--- src/source/tile_pkg.sv ---
// ========================================
// Tile package
// Word widths, TCDM request payload and address field helpers
// ========================================
package tile_pkg;

  localparam int unsigned AddrWidth      = 32;
  localparam int unsigned DataWidth      = 32;
  localparam int unsigned BeWidth        = DataWidth / 8;
  localparam int unsigned ByteOffset     = $clog2(BeWidth);
  localparam int unsigned MaxOutstanding = 2;

  typedef logic [AddrWidth-1:0] addr_t;
  typedef logic [DataWidth-1:0] data_t;
  typedef logic [BeWidth-1:0]   strb_t;

  // Request payload, 69 bits
  typedef struct packed {
    addr_t addr;
    logic  wen;
    data_t wdata;
    strb_t be;
  } tcdm_req_t;

  // Mask of the low bits ones
  function automatic addr_t field_mask(int unsigned bits);
    return (addr_t'(1) << bits) - addr_t'(1);
  endfunction

  // Tile index, sits right above the bank bits
  function automatic addr_t tile_field(addr_t addr, int unsigned bank_bits,
                                       int unsigned tile_bits);
    return (addr >> (ByteOffset + bank_bits)) & field_mask(tile_bits);
  endfunction

  // Word address inside the tile: row then bank, no tile and no byte bits
  function automatic addr_t local_addr(addr_t addr, int unsigned bank_bits,
                                       int unsigned tile_bits);
    addr_t row;
    addr_t bank;
    row  = addr >> (ByteOffset + bank_bits + tile_bits);
    bank = (addr >> ByteOffset) & field_mask(bank_bits);
    return (row << bank_bits) | bank;
  endfunction

  // Tile and bank swapped for routing between tiles
  function automatic addr_t remote_addr(addr_t addr, int unsigned bank_bits,
                                        int unsigned tile_bits);
    addr_t row;
    addr_t bank;
    addr_t tile;
    addr_t offs;
    row  = addr >> (ByteOffset + bank_bits + tile_bits);
    bank = (addr >> ByteOffset) & field_mask(bank_bits);
    tile = tile_field(addr, bank_bits, tile_bits);
    offs = addr & field_mask(ByteOffset);
    return (((((row << bank_bits) | bank) << tile_bits) | tile) << ByteOffset) | offs;
  endfunction

endpackage

--- src/source/tcdm_if.sv ---
// ========================================
// TCDM bus
// req/gnt request channel, vld response without back-pressure
// ========================================
`timescale 1ns/1ps

interface tcdm_if;

  logic                 req;
  logic                 gnt;
  tile_pkg::tcdm_req_t  payload;
  logic                 vld;
  tile_pkg::data_t      rdata;

  modport requester (
    output req,
    output payload,
    input  gnt,
    input  vld,
    input  rdata
  );

  modport responder (
    input  req,
    input  payload,
    output gnt,
    output vld,
    output rdata
  );

  // Passive view for checkers
  modport monitor (
    input req,
    input gnt,
    input payload,
    input vld,
    input rdata
  );

endinterface

--- src/source/tcdm_router.sv ---
// ========================================
// TCDM router
// Splits core requests into local and remote, returns read data
// ========================================
`timescale 1ns/1ps

module tcdm_router #(
  parameter int unsigned NumTiles        = 4,
  parameter int unsigned NumBanksPerTile = 4
) (
  input  logic              clk_i,
  input  logic              rst_ni,
  input  tile_pkg::data_t   tile_id_i,
  // Core data port
  input  logic              core_req_i,
  input  tile_pkg::addr_t   core_addr_i,
  input  logic              core_wen_i,
  input  tile_pkg::data_t   core_wdata_i,
  input  tile_pkg::strb_t   core_be_i,
  output logic              core_gnt_o,
  output logic              core_vld_o,
  output tile_pkg::data_t   core_rdata_o,
  // Destinations
  tcdm_if.requester         local_bus,
  tcdm_if.requester         remote_bus
);

  localparam int unsigned BankBits = $clog2(NumBanksPerTile);
  localparam int unsigned TileBits = $clog2(NumTiles);
  localparam int unsigned CntWidth = $clog2(tile_pkg::MaxOutstanding + 1);

  logic                is_local;
  logic                dest_gnt;
  logic                read_ok;
  logic                allow;
  logic                rd_issue;
  logic                rd_done;
  logic [CntWidth-1:0] rd_cnt_q;
  // High when the outstanding reads target the local banks
  logic                dest_local_q;

  // Tile field against our own id
  assign is_local = tile_pkg::tile_field(core_addr_i, BankBits, TileBits) ==
                    (tile_id_i & tile_pkg::field_mask(TileBits));

  // Reads only go to one destination at a time, keeps responses in order
  assign read_ok = (rd_cnt_q < CntWidth'(tile_pkg::MaxOutstanding)) &&
                   ((rd_cnt_q == '0) || (dest_local_q == is_local));
  assign allow    = core_wen_i || read_ok;
  assign dest_gnt = is_local ? local_bus.gnt : remote_bus.gnt;

  assign core_gnt_o = dest_gnt && allow;

  // Request forwarding
  assign local_bus.req  = core_req_i && is_local && allow;
  assign remote_bus.req = core_req_i && !is_local && allow;

  assign local_bus.payload.addr  = tile_pkg::local_addr(core_addr_i, BankBits, TileBits);
  assign local_bus.payload.wen   = core_wen_i;
  assign local_bus.payload.wdata = core_wdata_i;
  assign local_bus.payload.be    = core_be_i;

  assign remote_bus.payload.addr  = tile_pkg::remote_addr(core_addr_i, BankBits, TileBits);
  assign remote_bus.payload.wen   = core_wen_i;
  assign remote_bus.payload.wdata = core_wdata_i;
  assign remote_bus.payload.be    = core_be_i;

  // Outstanding read bookkeeping
  assign rd_issue = core_req_i && core_gnt_o && !core_wen_i;
  assign rd_done  = core_vld_o;

  always_ff @(posedge clk_i or negedge rst_ni) begin
    if (!rst_ni) begin
      rd_cnt_q     <= '0;
      dest_local_q <= 1'b0;
    end else begin
      case ({rd_issue, rd_done})
        2'b10:   rd_cnt_q <= rd_cnt_q + CntWidth'(1);
        2'b01:   rd_cnt_q <= rd_cnt_q - CntWidth'(1);
        default: rd_cnt_q <= rd_cnt_q;
      endcase
      if (rd_issue) begin
        dest_local_q <= is_local;
      end
    end
  end

  // Response source follows the destination of the pending reads
  assign core_vld_o   = dest_local_q ? local_bus.vld : remote_bus.vld;
  assign core_rdata_o = dest_local_q ? local_bus.rdata : remote_bus.rdata;

endmodule

--- src/flat_wrapper.sv ---
// flat-port wrapper written by rule: the top's interface ports become plain ports
module tcdm_router_flat 
#(
  parameter int unsigned NumTiles        = 4,
  parameter int unsigned NumBanksPerTile = 4
)
  (clk_i, rst_ni, tile_id_i, core_req_i, core_addr_i, core_wen_i, core_wdata_i, core_be_i, core_gnt_o, core_vld_o, core_rdata_o, local_bus_req, local_bus_payload, local_bus_gnt, local_bus_vld, local_bus_rdata, remote_bus_req, remote_bus_payload, remote_bus_gnt, remote_bus_vld, remote_bus_rdata);
  tcdm_if local_bus_i ();
  tcdm_if remote_bus_i ();
  input  logic clk_i;
  input  logic rst_ni;
  input  tile_pkg::data_t tile_id_i;
  input  logic core_req_i;
  input  tile_pkg::addr_t core_addr_i;
  input  logic core_wen_i;
  input  tile_pkg::data_t core_wdata_i;
  input  tile_pkg::strb_t core_be_i;
  output logic core_gnt_o;
  output logic core_vld_o;
  output tile_pkg::data_t core_rdata_o;
  output wire logic [$bits(local_bus_i.req)-1:0] local_bus_req;
  output wire logic [$bits(local_bus_i.payload)-1:0] local_bus_payload;
  input wire logic [$bits(local_bus_i.gnt)-1:0] local_bus_gnt;
  input wire logic [$bits(local_bus_i.vld)-1:0] local_bus_vld;
  input wire logic [$bits(local_bus_i.rdata)-1:0] local_bus_rdata;
  output wire logic [$bits(remote_bus_i.req)-1:0] remote_bus_req;
  output wire logic [$bits(remote_bus_i.payload)-1:0] remote_bus_payload;
  input wire logic [$bits(remote_bus_i.gnt)-1:0] remote_bus_gnt;
  input wire logic [$bits(remote_bus_i.vld)-1:0] remote_bus_vld;
  input wire logic [$bits(remote_bus_i.rdata)-1:0] remote_bus_rdata;
  assign local_bus_req = local_bus_i.req;
  assign local_bus_payload = local_bus_i.payload;
  assign local_bus_i.gnt = local_bus_gnt;
  assign local_bus_i.vld = local_bus_vld;
  assign local_bus_i.rdata = local_bus_rdata;
  assign remote_bus_req = remote_bus_i.req;
  assign remote_bus_payload = remote_bus_i.payload;
  assign remote_bus_i.gnt = remote_bus_gnt;
  assign remote_bus_i.vld = remote_bus_vld;
  assign remote_bus_i.rdata = remote_bus_rdata;
  tcdm_router #(.NumTiles(NumTiles), .NumBanksPerTile(NumBanksPerTile)) u_core (.clk_i(clk_i), .rst_ni(rst_ni), .tile_id_i(tile_id_i), .core_req_i(core_req_i), .core_addr_i(core_addr_i), .core_wen_i(core_wen_i), .core_wdata_i(core_wdata_i), .core_be_i(core_be_i), .core_gnt_o(core_gnt_o), .core_vld_o(core_vld_o), .core_rdata_o(core_rdata_o), .local_bus(local_bus_i), .remote_bus(remote_bus_i));
endmodule
--- config.mk ---
export PLATFORM = sky130hd
export DESIGN_NAME = tcdm_router_flat
export DESIGN_NICKNAME = d
export VERILOG_FILES = /design/src/source/tile_pkg.sv /design/src/source/tcdm_if.sv /design/src/source/tcdm_router.sv /design/src/flat_wrapper.sv
export SDC_FILE = /design/constraint.sdc
export NUM_CORES = 1
export LEC_CHECK = 0
export BUFFER_PORTS_ARGS = -buffer_cell sky130_fd_sc_hd__buf_4
export CORE_AREA = 3 3 133 135
export DETAILED_ROUTE_END_ITERATION = 12
export DIE_AREA = 0 0 136 138
export SLEW_MARGIN = 20
export SYNTH_ARGS = -nofsm -noshare
export SYNTH_HDL_FRONTEND = slang
export SYNTH_SLANG_ARGS = --single-unit
--- constraint.sdc ---
create_clock -name clk_i -period 2.65 [get_ports clk_i]
set_clock_uncertainty 0.15 [all_clocks]
set_input_delay 0.3975 -clock clk_i [delete_from_list [all_inputs] [get_ports clk_i]]
set_output_delay 0.3975 -clock clk_i [all_outputs]
set_load 0.02 [all_outputs]
==> results_dict.tcl <==
set metrics [dict create \
    slowest_delay_ns 0.58 \
    die_h_um 138 \
    ios 346 \
    final_cell_mix "115 x buf_4, 33 x mux2_2, 5 x nor2_1" \
    syn_inst 210 \
    dr_total_vias 1109 \
    cts_tree "done" \
    r2r-start "u_core.dest_local_q" \
    netlist_area_um2 1690 \
    drtPass1Iterations 4 \
    wire_per_inst_um 11.3 \
    portBuffers 115 \
    crit_family "flip-flops" \
    setup_violations 0 \
    seq_power_share_pct 14.0 \
    antenna_found_initial 0 \
    dieWidth_um 136 \
    end_kind "primary output" \
    hp-start "local_bus_gnt" \
    routed_wl_um 4640 \
    grt_pass1_wl_um 6210 \
    clock_path_buffers 2 \
    viasPerCell 2.70 \
    area_growth_syn_to_layout_pct 11.8 \
    ant_nets 0 \
    numCtsBuffers 3 \
    worstPathBufferInverterCount 2 \
    critPathKind "reg -> out" \
    initial_utilization_pct 10.2 \
    yosys-top-cells-area "buf_4 61%, mux2_2 22%, dfrtp_1 4.4%" \
    insertion_delay_ns 0.22 \
    rsz0062_at_grt "no" \
    grt_overflow 0 \
    cts.sinks 3 \
    rrSetupSlack_ns 0.58 \
    drt_drc_violations_left 0 \
    cts_setup_buffers 0 \
    ys_ff_latch 3 \
    worstPathCellList "buf_12, mux2_2, buf_4" \
    pwr-share-comb_pct 50.8 \
    grtUsageTotal_pct 4.48 \
    root_buffer "clkbuf_16" \
    clkTransAtPathRegs_ns 0.03 \
    sw_frac_of_total_pct 32.4 \
    min_to "u_core.dest_local_q" \
    min_path_type "in -> reg" \
    htreeDepth 1 \
    slew_viol_final 0 \
    yosysWarningCount 0 \
    fin_crit_sh_pct 79.6 \
    min_period_ns 2.11 \
    clkPwrFrac_pct 35.2 \
    power_density_nw_per_um2 358 \
    layout_setup_ws_ns 0.541 \
    coreArea_um2 16600 \
    min_path_cells 3 \
    gp_routability_congestion 0.689 \
    maxCapViolCount 0 \
    p_switching_uw 220 \
    drt_iter0_drc 22 \
    ir_drop_mv 0.179 \
    cp_slowest_cell "dfrtp_2" \
    r2r-end "u_core.rd_cnt_q[1]" \
    layout_commonest_cell "buf_4" \
    diodes 0 \
    postSynthAreaPerCell_um2 8.07 \
    worstPathArrival_ns 1.56 \
    dpl_worst_slack_ns 0.406 \
    cp_data_required_time_ns 2.10 \
    die-area_um2 18800 \
    grt_max_degree 25 \
    power_uw 679 \
    synth-seq-area-share_pct 4.43 \
    nets 365 \
    cp-start-kind "flip-flop" \
    yosys.area.top_type "buf_4" \
    r2r_cells 7 \
    internal_power_uw 459 \
    num_rows 47 \
    timing.setup.tns_ns 0 \
    fmax_mhz 474 \
    synth_cell_types 21 \
    outcome "completed" \
    hold_viol 0 \
    grt_pass1_vias 1128 \
    synth_top_area_share_pct 61.2 \
    leakage_uw 0.000838 \
    path_max_fanout 24 \
    drive_above_1_share_pct 80.6 \
]
cell usage after synthesis (all sizes together):
cell type,number
nor4b,1
o21ai,2
inv,2
nand2,3
xnor2,2
mux2i,2
a211oi,1
nor3,1
xor2,3
ha,1
conb,1
dfrtp,3
buf,142
a21oi,4
nor2,6
clkbuf,1
or3,1
nor2b,1
mux2,33
registers in the layout, summed over array words and instances (netlist names):
| name | count |
|---|---|
| u_core.dest_local_q | 1 |
| u_core.rd_cnt_q | 2 |
per-layer routing:
| metal | global-route usage [%] | vias up | wire (um) |
|---|---|---|---|
| met4 | 4.99 | 0 | 362 |
| li1 | - | 492 | - |
| met1 | 3.73 | 448 | 1310 |
| met2 | 6.10 | 118 | 2070 |
| met3 | 3.74 | 51 | 902 |
| met5 | 0 | - | 0 |
timing repair:
action                    in CTS  in global routing
gates resized for setup        0                  0
hold endpoints to repair       3                  0
hold buffers                   1                  0
how the worst max path moves through the flow:
stage,startpoint,end,cells after the start
floorplan,tile_id_i[1],core_gnt_o,4
CTS,u_core.dest_local_q,core_rdata_o[28],3
global route,u_core.dest_local_q,local_bus_req,5
finish,u_core.dest_local_q,core_rdata_o[19],3
detailed placement,tile_id_i[1],u_core.rd_cnt_q[1],8
global placement,tile_id_i[1],u_core.rd_cnt_q[1],8
through the flow:
stage / instance area [um^2] / util (%) / std cells / hold slack [ns]
finish: 1890 / 11.4 / 411 / 0.285
global route: 1890 / 11.4 / 411 / 0.316
CTS: 1890 / 11.4 / 411 / 0.286
detailed placement: 1810 / 10.9 / 406 / 0.0427
global placement: 1810 / 10.9 / 406 / 0.0399
floorplan: 1710 / - / 213 / -0.0481
area by class of cell:
cell class | count | area, um^2
clock buffers | 4 | 78.8
fillers | 1912 | 14700
inverters | 2 | 7.51
multi-input cells | 65 | 563
flip-flops and latches | 3 | 76.3
well taps | 220 | 275
repair buffers | 117 | 893
tightest hold or removal path, cell delays in order:
cell     delay [ns]
buf_4          0.08
a21oi_1        0.05
nor2_1         0.09
cell families (layout without fill, tap and decap cells):
logic type,Yosys count,after routing,share of synthesized area [%]
mux,35,35,23.1
xor+xnor,5,5,2.59
flops,3,3,4.43
compound gates,7,7,2.22
other cells,1,4,0.221
fa+ha+maj,1,1,0.738
simple gates,13,13,3.69
buf+inv,145,123,63.0
power by group through the flow:
stage | combinational, uW | sequential (uW) | clock, uW
after floorplan | 490 | 74.8 | 0
after global placement | 345 | 95.7 | 0
after detailed placement | 347 | 95.8 | 0
after CTS | 351 | 95.0 | 244
after global routing | 375 | 98.0 | 250
final | 345 | 95.0 | 239
(Power assumes the default switching activity.)
