`src/source/tile_pkg.sv`:
```
// ========================================
// Tile package
// Word widths, TCDM request payload and address field helpers
// ========================================
package tile_pkg;

  localparam int unsigned AddrWidth      = 32;
  localparam int unsigned DataWidth      = 32;
  localparam int unsigned BeWidth        = DataWidth / 8;
  localparam int unsigned ByteOffset     = $clog2(BeWidth);
  localparam int unsigned MaxOutstanding = 2;

  typedef logic [AddrWidth-1:0] addr_t;
  typedef logic [DataWidth-1:0] data_t;
  typedef logic [BeWidth-1:0]   strb_t;

  // Request payload, 69 bits
  typedef struct packed {
    addr_t addr;
    logic  wen;
    data_t wdata;
    strb_t be;
  } tcdm_req_t;

  // Mask of the low bits ones
  function automatic addr_t field_mask(int unsigned bits);
    return (addr_t'(1) << bits) - addr_t'(1);
  endfunction

  // Tile index, sits right above the bank bits
  function automatic addr_t tile_field(addr_t addr, int unsigned bank_bits,
                                       int unsigned tile_bits);
    return (addr >> (ByteOffset + bank_bits)) & field_mask(tile_bits);
  endfunction

  // Word address inside the tile: row then bank, no tile and no byte bits
  function automatic addr_t local_addr(addr_t addr, int unsigned bank_bits,
                                       int unsigned tile_bits);
    addr_t row;
    addr_t bank;
    row  = addr >> (ByteOffset + bank_bits + tile_bits);
    bank = (addr >> ByteOffset) & field_mask(bank_bits);
    return (row << bank_bits) | bank;
  endfunction

  // Tile and bank swapped for routing between tiles
  function automatic addr_t remote_addr(addr_t addr, int unsigned bank_bits,
                                        int unsigned tile_bits);
    addr_t row;
    addr_t bank;
    addr_t tile;
    addr_t offs;
    row  = addr >> (ByteOffset + bank_bits + tile_bits);
    bank = (addr >> ByteOffset) & field_mask(bank_bits);
    tile = tile_field(addr, bank_bits, tile_bits);
    offs = addr & field_mask(ByteOffset);
    return (((((row << bank_bits) | bank) << tile_bits) | tile) << ByteOffset) | offs;
  endfunction

endpackage

```
`src/source/tcdm_if.sv`:
```
// ========================================
// TCDM bus
// req/gnt request channel, vld response without back-pressure
// ========================================
`timescale 1ns/1ps

interface tcdm_if;

  logic                 req;
  logic                 gnt;
  tile_pkg::tcdm_req_t  payload;
  logic                 vld;
  tile_pkg::data_t      rdata;

  modport requester (
    output req,
    output payload,
    input  gnt,
    input  vld,
    input  rdata
  );

  modport responder (
    input  req,
    input  payload,
    output gnt,
    output vld,
    output rdata
  );

  // Passive view for checkers
  modport monitor (
    input req,
    input gnt,
    input payload,
    input vld,
    input rdata
  );

endinterface

```
`src/source/tcdm_spill_reg.sv`:
```
// ========================================
// Remote spill register
// Two entries, cuts the path from remote_gnt_i to the core
// ========================================
`timescale 1ns/1ps

module tcdm_spill_reg (
  input  logic              clk_i,
  input  logic              rst_ni,
  tcdm_if.responder         in_bus,
  // Remote TCDM port
  output logic              remote_req_o,
  output tile_pkg::addr_t   remote_addr_o,
  output logic              remote_wen_o,
  output tile_pkg::data_t   remote_wdata_o,
  output tile_pkg::strb_t   remote_be_o,
  input  logic              remote_gnt_i,
  input  logic              remote_vld_i,
  input  tile_pkg::data_t   remote_rdata_i
);

  // Entry a takes new items, entry b holds the older one on a stall
  logic                a_full_q;
  logic                b_full_q;
  tile_pkg::tcdm_req_t a_data_q;
  tile_pkg::tcdm_req_t b_data_q;
  tile_pkg::tcdm_req_t out_req;

  logic a_fill;
  logic a_drain;
  logic b_fill;
  logic b_drain;

  assign in_bus.gnt = !a_full_q || !b_full_q;

  assign a_fill  = in_bus.req && in_bus.gnt;
  assign a_drain = a_full_q && !b_full_q;
  assign b_fill  = a_drain && !remote_gnt_i;
  assign b_drain = b_full_q && remote_gnt_i;

  always_ff @(posedge clk_i or negedge rst_ni) begin
    if (!rst_ni) begin
      a_full_q <= 1'b0;
      b_full_q <= 1'b0;
    end else begin
      if (a_fill) begin
        a_full_q <= 1'b1;
      end else if (a_drain) begin
        a_full_q <= 1'b0;
      end
      if (b_fill) begin
        b_full_q <= 1'b1;
      end else if (b_drain) begin
        b_full_q <= 1'b0;
      end
    end
  end

  always_ff @(posedge clk_i) begin
    if (a_fill) begin
      a_data_q <= in_bus.payload;
    end
    if (b_fill) begin
      b_data_q <= a_data_q;
    end
  end

  // Oldest entry goes out first
  assign out_req        = b_full_q ? b_data_q : a_data_q;
  assign remote_req_o   = a_full_q || b_full_q;
  assign remote_addr_o  = out_req.addr;
  assign remote_wen_o   = out_req.wen;
  assign remote_wdata_o = out_req.wdata;
  assign remote_be_o    = out_req.be;

  // Responses pass straight back
  assign in_bus.vld   = remote_vld_i;
  assign in_bus.rdata = remote_rdata_i;

endmodule

```
`src/flat_wrapper.sv`:
```
// flat-port wrapper written by rule: the top's interface ports become plain ports
module tcdm_spill_reg_flat 
  (clk_i, rst_ni, remote_req_o, remote_addr_o, remote_wen_o, remote_wdata_o, remote_be_o, remote_gnt_i, remote_vld_i, remote_rdata_i, in_bus_req, in_bus_payload, in_bus_gnt, in_bus_vld, in_bus_rdata);
  tcdm_if in_bus_i ();
  input  logic clk_i;
  input  logic rst_ni;
  output logic remote_req_o;
  output tile_pkg::addr_t remote_addr_o;
  output logic remote_wen_o;
  output tile_pkg::data_t remote_wdata_o;
  output tile_pkg::strb_t remote_be_o;
  input  logic remote_gnt_i;
  input  logic remote_vld_i;
  input  tile_pkg::data_t remote_rdata_i;
  input wire logic [$bits(in_bus_i.req)-1:0] in_bus_req;
  input wire logic [$bits(in_bus_i.payload)-1:0] in_bus_payload;
  output wire logic [$bits(in_bus_i.gnt)-1:0] in_bus_gnt;
  output wire logic [$bits(in_bus_i.vld)-1:0] in_bus_vld;
  output wire logic [$bits(in_bus_i.rdata)-1:0] in_bus_rdata;
  assign in_bus_i.req = in_bus_req;
  assign in_bus_i.payload = in_bus_payload;
  assign in_bus_gnt = in_bus_i.gnt;
  assign in_bus_vld = in_bus_i.vld;
  assign in_bus_rdata = in_bus_i.rdata;
  tcdm_spill_reg u_core (.clk_i(clk_i), .rst_ni(rst_ni), .in_bus(in_bus_i), .remote_req_o(remote_req_o), .remote_addr_o(remote_addr_o), .remote_wen_o(remote_wen_o), .remote_wdata_o(remote_wdata_o), .remote_be_o(remote_be_o), .remote_gnt_i(remote_gnt_i), .remote_vld_i(remote_vld_i), .remote_rdata_i(remote_rdata_i));
endmodule
```
`config.mk`:
```
export PLATFORM = sky130hd
export DESIGN_NAME = tcdm_spill_reg_flat
export DESIGN_NICKNAME = d
export VERILOG_FILES = /design/src/source/tile_pkg.sv /design/src/source/tcdm_if.sv /design/src/source/tcdm_spill_reg.sv /design/src/flat_wrapper.sv
export SDC_FILE = /design/constraint.sdc
export NUM_CORES = 1
export LEC_CHECK = 0
export ABC_AREA = 1
export BUFFER_PORTS_ARGS = -buffer_cell sky130_fd_sc_hd__buf_4
export CORE_ASPECT_RATIO = 1.75
export CORE_MARGIN = 2
export CORE_UTILIZATION = 45
export CTS_CLUSTER_DIAMETER = 60
export CTS_CLUSTER_SIZE = 25
export DETAILED_ROUTE_END_ITERATION = 8
export PLACE_DENSITY = 0.78
export SYNTH_ARGS = -nofsm -noshare
export SYNTH_HDL_FRONTEND = slang
export SYNTH_SLANG_ARGS = --single-unit
```
`constraint.sdc`:
```
create_clock -name clk_i -period 5 [get_ports clk_i]
set_input_delay 0 -clock clk_i [delete_from_list [all_inputs] [get_ports clk_i]]
set_output_delay 0 -clock clk_i [all_outputs]
set_load 0.01 [all_outputs]
```
==> impl.org <==
** Outcome
- Run status :: completed

** Place
- DP Wirelength :: between 7000 and 8000 um
- OpenSTA, run right after detailed placement, puts the worst setup slack at 2.37 ns.
- Placer congestion estimate :: just under 0.8
- Port buffering added ~140 buffers.

** GRT
- Entering global routing, the biggest net connects 73 pins.
- Congestion Overflow GR :: 0
- The initial antenna violation count was 0.
- Number of global-route vias before repair :: 3646
- The first global-routing pass estimated between 15000 and 20000 um of wire.
- Across every metal layer, demand over resource in global routing totals 0.196.

** Timing
- In the finished design, the share of the clock period the worst path needs comes to 0.527.
- Worst slew slack as a fraction of its limit :: 0.258
- Setup-violating endpoint count in the final report :: 0
- Setup repair after global routing left no endpoint under its margin.
- Number of failing hold endpoints at the final stage :: 0
- Hold timing on the final database bottoms out at a slack of about 0.0000028 ns.
- Slew Limit Fails :: 0
- Final sum of negative setup slack :: 0 ns
- Highest achievable clock rate :: approximately 380 MHz
- Min Clock Period, post-route :: between 2 and 3 ns
- For the pin with the worst max-slew slack, the measured transition is about 1.1 ns.
- Clock skew after layout :: ~0.0057 ns
- Setup slack on the critical path of the routed design comes to around 2.4 ns.

** CTS
- The tree built by TritonCTS fans out to 140 sinks.
- TritonCTS created 17 clock buffers.
- CTS tree :: yes
- For the worst-skew pair, the clock arrives at the later sink with an insertion delay of 0.41 ns.
- Clock-pin slew was measured on the worst setup and hold paths at around 0.06 ns.
- Number of H-tree levels :: 4
- The clock passes through at most 2 buffers.
- Buffer type at the clock tree root :: sky130_fd_sc_hd__clkbuf_16

** Floorplanning
- Area enclosed by the die boundary :: roughly 13000 um^2
- Starting utilization of the core area :: 0.460
- In this run the horizontal extent of the chip is 87.5 um.
- Number of I/O pins :: 210
- Row generation in the floorplan step produced 53 rows.
- The die is around 150 um tall.
- The core region is about 12000 um^2.

** Critical path
- Ordered cell list for the critical path :: buf_4, a21oi_4, buf_4
- Of all nets on the critical path, the largest fanout is between 70 and 80.
- Crit start category :: flip-flop
- Worst Path Class, Setup :: flip-flop to flip-flop
- Among all stages on the critical path, the largest delay is contributed by sky130_fd_sc_hd__a21oi_4.
- The number of buffers and inverters on the critical path is 2.
- The worst setup path is captured at a flip-flop.
- Arrival time at the worst endpoint :: roughly 2.7 ns
- In this design, the largest share of critical-path delay is due to buffers and inverters.
- Counting stages on the worst path, the most repeated cell is sky130_fd_sc_hd__buf_4.
- For the worst setup path, the data required time is 5.05 ns.
- For this run, the slowest stage of the critical path takes a little over 0.8 ns.

** Cells and area
- Of the cells placed in the final design, the portion with a size suffix greater than 1 is 0.301.
- Number of filler instances in the final layout :: ~850
- The area growth from synthesis to layout is 38.8%.
- # diodes :: 0
- Nets :: ~700

** Synth
- Simple-gate share of the synthesized area :: 0.146
- The number of nets handed over by synthesis was 511.
- The cell area that synthesis handed to floorplanning was about 5500 um^2.
- Yosys mapped the design onto 14 distinct sky130hd cell types.
- Mean area per synthesized cell :: between 10 and 15 um^2
- Proportion of synthesized chip area in sequential cells :: 0.764
- Combinational family with the most area after synthesis :: simple AND/OR/NAND/NOR gates
- Number of synthesized register bits :: 140
- Xor-xnor portion of the synthesized cell area :: 0
- Of the total synthesized cell area, the portion taken by full adders, half adders and majority gates is 0.
- Number of cells produced by synthesis :: a little over 400
- Compound-Gate Fraction of Synth Area :: 0.000911
- Multiplexer fraction of the synthesized cell area :: 0
- During synthesis, Yosys emitted a total of 0 warnings.

** Routing
- The detailed router put a total of approximately 4400 um of wire on met1.
- The count of nets left with antenna violations once routing finished came out at 0.
- The routed design has roughly 13000 um of wire.
- Wire length on met2 :: 6790 um
- Post-DR vias/cell :: slightly below 5
- After detailed routing, the met3 layer carries roughly 740 um of wire.
- 1st-pass router iterations :: 5
- Uppermost metal layer occupied by signal nets :: met4
- After detailed routing, the average wire length per cell comes to 17.1 um.
- The final route contains 3602 vias.
- In this run, the number of DRC markers left after iteration 0 of detailed routing was 236.
- After detailed routing, the number of remaining DRC violations is 0.

** Min path
- Worst min path class :: primary input to output port

** Run
- Number of violations of the max-capacitance limit :: 0

** Power
- The worst-case IR drop observed on VDD is 286 uV.
- Total leakage power :: roughly 3.3 nW
- In this run the power density over the cells is slightly below 400 nW/um^2.
[through the flow]
stage	power, W	area [um^2]	instances	util
global placement	0.00171	6310	640	0.529
global route	0.00306	7620	745	0.639
CTS	0.00296	7620	745	0.639
floorplan	0.00160	5490	405	-
detailed placement	0.00172	6310	640	0.529
finish	0.00296	7620	745	0.639
[cells in the mapped netlist]
cell type | count | area [um^2]
sky130_fd_sc_hd__nand2_1 | 209 | 785
sky130_fd_sc_hd__buf_8 | 6 | 90.1
sky130_fd_sc_hd__inv_12 | 1 | 16.3
sky130_fd_sc_hd__nor2_2 | 1 | 6.26
sky130_fd_sc_hd__nand2_2 | 1 | 6.26
sky130_fd_sc_hd__buf_12 | 1 | 20.0
sky130_fd_sc_hd__buf_4 | 33 | 248
sky130_fd_sc_hd__a21oi_1 | 1 | 5.00
sky130_fd_sc_hd__dfrtp_1 | 2 | 50.1
sky130_fd_sc_hd__inv_1 | 2 | 7.51
sky130_fd_sc_hd__nor2_1 | 2 | 7.51
sky130_fd_sc_hd__clkbuf_8 | 7 | 96.3
sky130_fd_sc_hd__buf_6 | 1 | 11.3
sky130_fd_sc_hd__edfxtp_1 | 138 | 4140
[final cells by class]
cell class | count | area, um^2 | area share
sequential | 140 | 4200 | 0.550
timing repair buffer | 219 | 1830 | 0.240
multi-input combinational | 214 | 826 | 0.108
clock buffer | 17 | 425 | 0.0558
tap | 137 | 171 | 0.0225
clock inverter | 15 | 155 | 0.0204
inverter | 3 | 23.8 | 0.00312
[state kept, by name, summed over array words and instances (netlist names)]
register         cells
u_core.a_data_q     69
u_core.a_full_q      1
u_core.b_data_q     69
u_core.b_full_q      1
[per-layer routing]
layer  up-vias  GRT usage
met5         -          0
met4         0      0.142
met3        72     0.0570
met2       165      0.327
met1      1663      0.205
li1       1702          -
[kinds of logic after synthesis]
group / after synthesis
buffers and inverters: 51
AND/OR/NAND/NOR: 213
AO/OA/AOI/OAI: 1
flip-flops: 140
[where the power goes]
| group | internal, W | switching [W] | leakage [nW] |
|---|---|---|---|
| logic | 0.000168 | 0.000177 | 1.65 |
| registers | 0.00137 | 0.0000278 | 1.32 |
| clock network | 0.000703 | 0.000506 | 0.280 |
[cell usage in the layout, fill, tap and decap left out, drive strengths merged]
cell type / n
nor2: 3
clkinv: 3
bufinv: 1
clkinvlp: 2
a21oi: 1
edfxtp: 138
dfrtp: 2
clkbuf: 17
nand2: 210
buf: 146
inv: 12
dlygate4sd3: 73
[worst paths after layout]
check / startpoint / endpoint / slack, ns / cells past startpoint
max: u_core.b_full_q / u_core.a_data_q[27] / 2.37 / 3
min: remote_rdata_i[9] / in_bus_rdata[9] / 0.000003 / 0
max reg2reg: u_core.b_full_q / u_core.a_data_q[27] / 2.37 / 3
min reg2reg: u_core.a_data_q[48] / u_core.b_data_q[48] / 0.45 / 0
max in group asynchronous: rst_ni / u_core.b_full_q / 4.36 / 3
min in group asynchronous: rst_ni / u_core.a_full_q / 0.48 / 3
[repair_timing]
action	4_1_cts	5_1_grt
gates resized for setup	0	0
hold buffers	73	0
buffers inserted	0	0
endpoints found under the hold margin	73	0
Power figures use the tool's default switching activity.
